### config.mk
export PLATFORM = sky130hd
export DESIGN_NAME = exec_cluster
export DESIGN_NICKNAME = d
export VERILOG_FILES = /design/src/source/exec_pkg.sv /design/src/source/cdb_scheduler.sv /design/src/source/alu_unit.sv /design/src/source/shift_unit.sv /design/src/source/mul_unit.sv /design/src/source/exec_cluster.sv
export VERILOG_INCLUDE_DIRS = /design/src /design/src/source
export SDC_FILE = /design/constraint.sdc
export NUM_CORES = 2
export LEC_CHECK = 0
export BUFFER_PORTS_ARGS = -buffer_cell sky130_fd_sc_hd__buf_4
export CAP_MARGIN = 20
export CORE_MARGIN = 2
export CORE_UTILIZATION = 58
export DETAILED_ROUTE_END_ITERATION = 8
export PLACE_DENSITY = 0.87
export SETUP_SLACK_MARGIN = 0.3
export SLEW_MARGIN = 25
export SYNTH_ARGS = -nofsm -noshare
export SYNTH_HDL_FRONTEND = slang
export SYNTH_SLANG_ARGS = --single-unit
export TNS_END_PERCENT = 1
### constraint.sdc
create_clock -name clk -period 6.28 [get_ports clk]
set_input_delay 0.628 -clock clk [delete_from_list [all_inputs] [get_ports clk]]
set_output_delay 0.628 -clock clk [all_outputs]
set_load 0.02 [all_outputs]
### src/source/exec_settings.svh
`ifndef EXEC_SETTINGS_SVH
`define EXEC_SETTINGS_SVH

// datapath widths
`define WORD_WIDTH 32
`define TAG_WIDTH 4

//////////////////////////////////////////////////////////////////////
// fixed unit latencies, counted in clock edges from acceptance
//////////////////////////////////////////////////////////////////////

`define ALU_LATENCY 1
`define SHIFT_LATENCY 2
`define MUL_LATENCY 4

// one reservation slot per cycle of the longest unit
`define BUS_DEPTH `MUL_LATENCY

`endif

### src/source/exec_pkg.sv
`include "exec_settings.svh"

package exec_pkg;

	typedef logic [`WORD_WIDTH-1:0] word_t;
	typedef logic [`TAG_WIDTH-1:0] tag_t;

	typedef enum logic [3:0] {
		OP_ADD,
		OP_SUB,
		OP_AND,
		OP_OR,
		OP_XOR,
		OP_SLL,
		OP_SRL,
		OP_SRA,
		OP_MUL
	} op_t;

	typedef enum logic [1:0] {
		UNIT_ALU,
		UNIT_SHIFT,
		UNIT_MUL
	} unit_t;

	typedef struct packed {
		op_t op;
		tag_t tag;
		word_t a;
		word_t b;
	} issue_t;

	// broadcast result
	typedef struct packed {
		logic valid;
		tag_t tag;
		word_t data;
	} cdb_t;

	function automatic unit_t unit_of(op_t op);
		case (op)
			OP_SLL, OP_SRL, OP_SRA: return UNIT_SHIFT;
			OP_MUL: return UNIT_MUL;
			default: return UNIT_ALU;
		endcase
	endfunction

endpackage

### src/source/cdb_scheduler.sv
`include "exec_settings.svh"

module cdb_scheduler (
	input logic clk,
	input logic reset,
	input exec_pkg::issue_t issue,
	input logic issue_valid,
	output logic issue_ready,
	output logic start_alu,
	output logic start_shift,
	output logic start_mul,
	input exec_pkg::word_t alu_result,
	input exec_pkg::word_t shift_result,
	input exec_pkg::word_t mul_result,
	output exec_pkg::cdb_t cdb
);
	import exec_pkg::*;

	localparam int SLOT_WIDTH = $clog2(`BUS_DEPTH);

	typedef struct packed {
		tag_t tag;
		unit_t unit;
	} slot_info_t;

	// slot k reaches the bus k cycles from now
	logic [`BUS_DEPTH-1:0] slot_valid;
	slot_info_t slot_info [`BUS_DEPTH];

	unit_t issue_unit;
	logic accept;
	logic [SLOT_WIDTH-1:0] write_slot;
	word_t bus_data;

	logic bus_valid;
	tag_t bus_tag;
	word_t bus_word;

	//////////////////////////////////////////////////////////////////////
	// issue side
	//////////////////////////////////////////////////////////////////////

	assign issue_unit = unit_of(issue.op);

	// longest unit wins, shorter ones check the slot they would land in
	always_comb begin
		case (issue_unit)
			UNIT_ALU: begin
				issue_ready = !slot_valid[`ALU_LATENCY];
				write_slot = SLOT_WIDTH'(`ALU_LATENCY - 1);
			end
			UNIT_SHIFT: begin
				issue_ready = !slot_valid[`SHIFT_LATENCY];
				write_slot = SLOT_WIDTH'(`SHIFT_LATENCY - 1);
			end
			default: begin
				issue_ready = 1'b1;
				write_slot = SLOT_WIDTH'(`MUL_LATENCY - 1);
			end
		endcase
	end

	assign accept = issue_valid && issue_ready;
	assign start_alu = accept && issue_unit == UNIT_ALU;
	assign start_shift = accept && issue_unit == UNIT_SHIFT;
	assign start_mul = accept && issue_unit == UNIT_MUL;

	//////////////////////////////////////////////////////////////////////
	// reservation chain
	//////////////////////////////////////////////////////////////////////

	always_ff @(posedge clk) begin
		if (reset) begin
			slot_valid <= '0;
		end else begin
			slot_valid <= slot_valid >> 1;
			if (accept) begin
				slot_valid[write_slot] <= 1'b1;
			end
		end
	end

	always_ff @(posedge clk) begin
		for (int i = 0; i < `BUS_DEPTH - 1; i++) begin
			slot_info[i] <= slot_info[i+1];
		end
		if (accept) begin
			slot_info[write_slot] <= '{tag: issue.tag, unit: issue_unit};
		end
	end

	//////////////////////////////////////////////////////////////////////
	// broadcast
	//////////////////////////////////////////////////////////////////////

	always_comb begin
		case (slot_info[0].unit)
			UNIT_ALU: bus_data = alu_result;
			UNIT_SHIFT: bus_data = shift_result;
			default: bus_data = mul_result;
		endcase
	end

	always_ff @(posedge clk) begin
		if (reset) begin
			bus_valid <= 1'b0;
		end else begin
			bus_valid <= slot_valid[0];
		end
	end

	always_ff @(posedge clk) begin
		bus_tag <= slot_info[0].tag;
		bus_word <= bus_data;
	end

	assign cdb = '{valid: bus_valid, tag: bus_tag, data: bus_word};

endmodule

### src/source/alu_unit.sv
module alu_unit (
	input logic clk,
	input logic start,
	input exec_pkg::op_t op,
	input exec_pkg::word_t a,
	input exec_pkg::word_t b,
	output exec_pkg::word_t result
);
	import exec_pkg::*;

	word_t value;

	// add/logic ops, anything else falls back to add
	always_comb begin
		case (op)
			OP_ADD: begin
				value = a + b;
			end
			OP_SUB: begin
				value = a - b;
			end
			OP_AND: begin
				value = a & b;
			end
			OP_OR: begin
				value = a | b;
			end
			OP_XOR: begin
				value = a ^ b;
			end
			default: begin
				value = a + b;
			end
		endcase
	end

	// held until the next alu op, the bus reads it one edge later
	always_ff @(posedge clk) begin
		if (start) begin
			result <= value;
		end
	end

endmodule

### src/source/shift_unit.sv
`include "exec_settings.svh"

module shift_unit (
	input logic clk,
	input logic start,
	input exec_pkg::op_t op,
	input exec_pkg::word_t a,
	input exec_pkg::word_t b,
	output exec_pkg::word_t result
);
	import exec_pkg::*;

	localparam int AMOUNT_WIDTH = $clog2(`WORD_WIDTH);

	// stage 1 registers
	word_t operand_q;
	op_t kind_q;
	logic [AMOUNT_WIDTH-1:0] amount_q;

	word_t shifted;

	//////////////////////////////////////////////////////////////////////
	// stage 1, capture
	//////////////////////////////////////////////////////////////////////

	always_ff @(posedge clk) begin
		if (start) begin
			operand_q <= a;
			kind_q <= op;
			amount_q <= b[AMOUNT_WIDTH-1:0];
		end
	end

	//////////////////////////////////////////////////////////////////////
	// stage 2, shift
	//////////////////////////////////////////////////////////////////////

	always_comb begin
		case (kind_q)
			OP_SLL: begin
				shifted = operand_q << amount_q;
			end
			OP_SRL: begin
				shifted = operand_q >> amount_q;
			end
			default: begin
				// sign fill
				shifted = $signed(operand_q) >>> amount_q;
			end
		endcase
	end

	always_ff @(posedge clk) begin
		result <= shifted;
	end

endmodule

### src/source/mul_unit.sv
`include "exec_settings.svh"

module mul_unit (
	input logic clk,
	input exec_pkg::word_t a,
	input exec_pkg::word_t b,
	output exec_pkg::word_t result
);
	import exec_pkg::*;

	localparam int STAGES = `MUL_LATENCY;
	localparam int SLICE = `WORD_WIDTH / STAGES;

	// operands travel with the running sum, last stage needs none
	word_t a_q [STAGES-1];
	word_t b_q [STAGES-1];
	word_t sum_q [STAGES];

	// one slice of b times a, moved to its weight
	function automatic word_t partial(word_t x, word_t y, int stage);
		logic [SLICE-1:0] slice;
		word_t wide_slice;
		slice = y[stage*SLICE +: SLICE];
		wide_slice = word_t'(slice);
		return (x * wide_slice) << (stage * SLICE);
	endfunction

	//////////////////////////////////////////////////////////////////////
	// first stage
	//////////////////////////////////////////////////////////////////////

	always_ff @(posedge clk) begin
		a_q[0] <= a;
		b_q[0] <= b;
		sum_q[0] <= partial(a, b, 0);
	end

	//////////////////////////////////////////////////////////////////////
	// remaining stages
	//////////////////////////////////////////////////////////////////////

	always_ff @(posedge clk) begin
		for (int s = 1; s < STAGES; s++) begin
			sum_q[s] <= sum_q[s-1] + partial(a_q[s-1], b_q[s-1], s);
		end
		for (int s = 1; s < STAGES - 1; s++) begin
			a_q[s] <= a_q[s-1];
			b_q[s] <= b_q[s-1];
		end
	end

	// low word of the product
	assign result = sum_q[STAGES-1];

endmodule

### src/source/exec_cluster.sv
module exec_cluster (
	input logic clk,
	input logic reset,
	input exec_pkg::issue_t issue,
	input logic issue_valid,
	output logic issue_ready,
	output exec_pkg::cdb_t cdb
);

	logic start_alu;
	logic start_shift;
	logic start_mul;
	exec_pkg::word_t alu_result;
	exec_pkg::word_t shift_result;
	exec_pkg::word_t mul_result;

	cdb_scheduler scheduler (
		.clk,
		.reset,
		.issue,
		.issue_valid,
		.issue_ready,
		.start_alu,
		.start_shift,
		.start_mul,
		.alu_result,
		.shift_result,
		.mul_result,
		.cdb
	);

	// units see every issue, only their start pulse matters
	alu_unit alu (
		.clk,
		.start(start_alu),
		.op(issue.op),
		.a(issue.a),
		.b(issue.b),
		.result(alu_result)
	);

	shift_unit shifter (
		.clk,
		.start(start_shift),
		.op(issue.op),
		.a(issue.a),
		.b(issue.b),
		.result(shift_result)
	);

	// free running, read only when a reservation points at it
	mul_unit mul (
		.clk,
		.a(issue.a),
		.b(issue.b),
		.result(mul_result)
	);

endmodule

# Word-level counts from Yosys, hierarchy flattened
# Memory sizes are Yosys's and may differ from the RTL's.
# Index checks and enable logic that the tools add are counted.
[word_totals] register_bits=146 ramBits=344 inputBits=75 out_inout_bits=38 word_cells=66 mem_count=4
[memory_table] memory="mul.sum_q" words=4 width=32 rd=4 rd_ports_with_merged_regs=0 write_ports=4 line_no="mul_unit.sv:17" source="word_t sum_q [STAGES];"
[memory_table] memory="mul.a_q" words=3 width=32 rd=3 rd_ports_with_merged_regs=0 write_ports=3 line_no="mul_unit.sv:15" source="word_t a_q [STAGES-1];"
[memory_table] memory="mul.b_q" words=3 width=32 rd=3 rd_ports_with_merged_regs=0 write_ports=3 line_no="mul_unit.sv:16" source="word_t b_q [STAGES-1];"
[memory_table] memory="scheduler.slot_info" words=4 width=6 rd=4 rd_ports_with_merged_regs=0 write_ports=4 line_no="cdb_scheduler.sv:28" source="slot_info_t slot_info [`BUS_DEPTH];"
[classes] add_sub_neg=5 multipliers=4 magnitude_cmp=2 n_eq_ne=12 n_shift=3 n_mux=11 bitwise_logic=5 reduce_logical=10
[op_table] cell="32-bit adder" n=4
[op_table] cell="32-bit case mux with 2 select lines" n=2
[op_table] cell="32-bit case mux with 4 select lines" n=1
[op_table] cell="32-bit bitwise AND" n=1
[op_table] cell="32-bit by 8-bit multiplier with 16-bit output" n=1
[op_table] cell="32-bit by 8-bit multiplier with 24-bit output" n=1
[op_table] cell="32-bit by 8-bit multiplier with 32-bit output" n=1
[op_table] cell="32-bit by 8-bit multiplier with 8-bit output" n=1
[op_table] cell="32-bit OR" n=1
[op_table] cell="32-bit by 5-bit << shifter with 32-bit output" n=1
[op_table] cell="32-bit by 5-bit >> shifter with 32-bit output" n=1
[op_table] cell="32-bit by 5-bit >>> shifter with 32-bit output" n=1
[op_table] cell="32-bit subtractor" n=1
[op_table] cell="32-bit bitwise XOR" n=1
[op_table] cell="4-bit by 3-bit == test with 1-bit output (second input constant)" n=6
[op_table] cell="4-bit by 2-bit == test with 1-bit output (second input constant)" n=2
[op_table] cell="2-bit case mux with 2 select lines" n=2
[op_table] cell="2-bit by 1-bit == test with 1-bit output (second input constant)" n=2
[op_table] cell="4-bit by 1-bit == test with 1-bit output (second input constant)" n=1
[op_table] cell="4-bit == test (second input constant)" n=1
[op_table] cell="1-bit logical AND" n=4
[op_table] cell="2-bit logical NOT" n=2
[op_table] cell="3-bit by 4-bit OR with 4-bit output" n=1
[op_table] cell="2-bit by 3-bit < comparator with 1-bit output (second input constant)" n=1
[op_table] cell="other kinds (9)" n=12

# Longest topological paths before layout
[logic_depth] depth_word=11 mapped_depth=29

# Cells and area by module
# Synthesis repeated with hierarchy kept, for this count alone.
[hier_totals] cells_unflattened=3584 hier_area_um2=34850.9
[modules_own_cells] mod="mul_unit" n_inst=1 cells_each=2101 area_each_um2=20679.8 seq_area_each_um2=4484.3
[modules_own_cells] mod="shift_unit" n_inst=1 cells_each=627 area_each_um2=6617.6 seq_area_each_um2=1871.8
[modules_own_cells] mod="alu_unit" n_inst=1 cells_each=644 area_each_um2=5210.0 seq_area_each_um2=960.9
[modules_own_cells] mod="cdb_scheduler" n_inst=1 cells_each=212 area_each_um2=2343.5 seq_area_each_um2=1361.3

# Worst setup path after synthesis
# OpenSTA, ideal clock, no wires.
[synth_path] path_kind="register to register" from="memory mul.b_q[0][12] (netlist name)" to="memory mul.sum_q[1][31] (netlist name)" arrival_ps=5855 required_time_ps=6159 path_slack_ps=304 stages_incl_launch_ff=27 synth_period_minus_slack_ps=5976 cell_sequence="dfxtp_1 -> clkbuf_1 -> clkbuf_1 -> nand2_1 -> fa_1 -> fa_1 -> inv_1 -> fa_1 -> inv_1 -> fa_1 -> inv_1 -> ha_1 -> or3_1 -> a21oi_1 -> o21ai_0 -> o21a_1 -> nor2_1 -> xnor2_1 -> ha_1 -> and3_1 -> a311oi_1 -> a21oi_1 -> nand4_1 -> nand3_1 -> o41ai_1 -> o21ai_1 -> xnor2_1"
[synth_rtl] element="start, declared" line_no="mul_unit.sv:16"
[synth_rtl] element="end, declared" line_no="mul_unit.sv:17"

==> impl_results.md <==
- Initial Utilization: between 50% and 60%
- Routed Antenna Nets: 0
- Crit. End Element: register
- Sequential cell area: 8700 µm²
- Port bufs: about 110
- R2R setup slack: 0.50 ns
- Cells on Worst Hold Path: 1
- TNS Setup: 0 ns
- Worst Max-Slew Pin Slew: 1.06 ns
- P per Cell Area: between 400 and 500 nW/µm²
- CP max stage delay: roughly 0.59 ns
- Largest net degree at the start of global routing: 76
- Mapped cell area: 32,800 µm²
- Top area cells in the synthesized netlist: fa_1 21%, dfxtp_1 19%, ha_1 9.7%
- Routed len/inst: 20.7 µm
- Arr. time, crit path: 6.23 ns
- Via density: 5.85
- Unrepaired setup endpoints after global routing: yes
- Area taken by multi-input logic gates: ~22,000 µm²
- Slowest CP cell: fa_1
- Origin of the critical flop-to-flop path: mul.a_q[0][4]
- Drt pass-1 iters: 6
- Synth Flop Type: dfxtp_1
- Post-synthesis sequential area ratio: 26.5%
- Critical Path Source: mul.a_q[0][4]
- Vias: 25,700
- Min Clock Period, post-route: 5.78 ns
- Hold buffers post-CTS: 0
- Unique masters post-synth: 77
- Crit path max fanout: 9
- I/O Pins: 113
- Vias in the first global route: 25,700
- EDFF count, synth: 79
- Total track usage: 31.1%
- Final slew viol count: 0
- Clk pin slew, worst setup/hold paths: 0.06 ns
- Sink Count: 394
- Synth Instances: 3,523
- Place WS: 0.235 ns
- Area Overhead vs Synth: 10.0%
- Die footprint: between 50,000 and 60,000 µm²
- Mapped Nets: 4,192
- CP endpoint: mul.sum_q[1][31]
- First-pass GRT wire length: 143,000 µm
- Core box area: 56,100 µm²
- Layout cells sized above 1: under 10%
- Num rows: 87
- Maximum clock path buffer count: 3
- Initial antenna violation count: 4
- Routed WL: 90,700 µm
- DRC errors left: 0
- RD Place Congestion: 1.01
- Nature of the critical path startpoint: register
- TritonCTS Buffers: 41
- Setup Viol. Count Final: 0
- Synth area leader: fa_1
- Final nets: roughly 4,300
- Run status: completed
- Max Freq: 173 MHz
- Synth top area share: 20.8%
- Yosys Warn Count: 0
- Clk root buf: clkbuf_16
- CTS tree: built
- Fin crit share: 92.0%
- GRT overflow: 0
- Die width: 242 µm
- Register bit count reported by yosys: 394
- Slew headroom: 29.5%
- WP data required: 6.74 ns
- Reg2Reg Depth: 25
- Placed insts: 4,313
- Final hold vios: 0
- Commonest non-fill, non-tap cell in the layout: inv_1
- H-tree depth: 2
- Reg2Reg Capture Point: mul.sum_q[1][31]
- Avg Synthesized Cell Area: 9.30 µm²
- Setup slack after layout: 0.503 ns
- Commonest cells after routing, fill and taps aside: 420 x inv_1, 395 x nand2_1, 339 x fa_1, 303 x dfxtp_1, 251 x nor2_1
- Fin area: 36,000 µm²
- Skew-Pair Late Insertion Delay: 0.58 ns
- CP dominant cell by count: fa_1
- Fin util: roughly 64%
- Leakage Power: 16.5 nW
- Final non-filler cell total: 4,392
- Worst setup path class: reg -> reg
- Die height: 242 µm
- Filler cells: 4,331
- Max_cap viols: 0
- Worst vdd ir: 0.445 mV
- Detailed-placement wirelength estimate: 70,400 µm
- Skew final: 0.0220 ns
- Post-DP Area: around 34,000 µm²
- Share of synthesized registers carrying an async set or reset: 0%
- Iter 0 DRT Violations: 2,416
- Worst Hold Class: in -> reg
## sequential cells by signal (all words and copies together), names as in the netlist
name,cells
scheduler.bus_valid,1
mul.b_q,48
scheduler.slot_info,24
mul.sum_q,128
mul.a_q,48
shifter.result,32
scheduler.slot_valid,4
scheduler.bus_word,32
alu.result,32
scheduler.bus_tag,4
shifter.kind_q,4
shifter.amount_q,5
shifter.operand_q,32
## metal layers
layer / vias up / share of wire [%] / track usage, %
met5: - / 0.024 / 0
met4: 4 / 5.8 / 15.8
met3: 282 / 10 / 5.99
met2: 1294 / 43 / 47.8
met1: 12400 / 41 / 42.2
li1: 11700 / - / -
## metrics by stage
step	hold WS, ns	power, mW
after floorplan	0.310	11.2
after global placement	0.310	13.5
after detailed placement	0.312	13.8
after CTS	0.195	16.4
after global routing	0.197	18.3
final	0.221	17.0
## how the worst min path moves through the flow
stage / from / to
after floorplan: mul.b_q[0][16] / mul.b_q[0][48]
after global placement: mul.b_q[0][21] / mul.b_q[0][53]
after detailed placement: mul.b_q[0][58] / mul.b_q[0][90]
after CTS: issue[20] / mul.b_q[0][20]
after global routing: issue[20] / mul.b_q[0][20]
final: issue[20] / mul.b_q[0][20]
## kinds of logic (layout without fill, tap and decap cells)
| kind of cell | after synthesis | in the layout | synth area share, % |
|---|---|---|---|
| AO/OA/AOI/OAI | 594 | 594 | 11.4 |
| other | 0 | 2 | 0 |
| adder cells (fa/ha/maj) | 594 | 594 | 30.5 |
| multiplexers | 163 | 163 | 5.36 |
| buffers and inverters | 559 | 670 | 6.45 |
| XOR/XNOR | 202 | 202 | 5.40 |
| flip-flops | 394 | 394 | 26.5 |
| AND/OR/NAND/NOR | 1017 | 1017 | 14.4 |
## critical path, delay by kind of cell (launching register included)
kind / cells / cell delay (ns)
buffers and inverters: 4 / 0.41
AND/OR/NAND/NOR: 7 / 0.80
AO/OA/AOI/OAI: 7 / 1.35
XOR/XNOR: 1 / 0.12
adder cells (fa/ha/maj): 6 / 2.61
flip-flops: 1 / 0.38
## cell usage after synthesis (13+ instances only)
| master | count |
|---|---|
| inv_1 | 421 |
| nand2_1 | 395 |
| fa_1 | 340 |
| dfxtp_1 | 315 |
| ha_1 | 254 |
| nor2_1 | 251 |
| and2_1 | 194 |
| o21ai_0 | 167 |
| a21oi_1 | 157 |
| xnor2_1 | 155 |
| mux2i_1 | 145 |
| clkbuf_1 | 90 |
| edfxtp_1 | 79 |
| a21o_1 | 54 |
| xor2_1 | 47 |
| nand2b_1 | 46 |
| buf_1 | 30 |
| nand3_1 | 25 |
| o21a_1 | 23 |
| nor2b_1 | 22 |
| nor3_1 | 22 |
| o21bai_1 | 22 |
| a31oi_1 | 19 |
| o221ai_1 | 18 |
| a211oi_1 | 16 |
| o211ai_1 | 16 |
| o21ai_1 | 14 |
| and3_1 | 13 |
## repair_timing
item | CTS | global route
buffers inserted | 0 | 2
setup endpoints to repair | 3 | 5
pin swaps | 0 | 12
resized for setup | 2 | 45
gates cloned | 0 | 0
## layout make-up
class                      count  share of cell area (%)
antenna                        2                  0.0139
clock buffer                  50                    3.27
clock inverter                25                   0.590
inverter                     430                    4.48
multi-input combinational   2570                    61.4
sequential                   394                    24.1
tap                          756                    2.62
timing repair buffer         165                    3.47
## report_power, final
group | total, mW | switching, mW | internal (mW) | leakage, nW
registers | 3.65 | 0.333 | 3.32 | 3.39
clock network | 2.49 | 1.08 | 1.41 | 0.685
logic | 10.9 | 6.04 | 4.83 | 12.4
(Power assumes the default switching activity.)
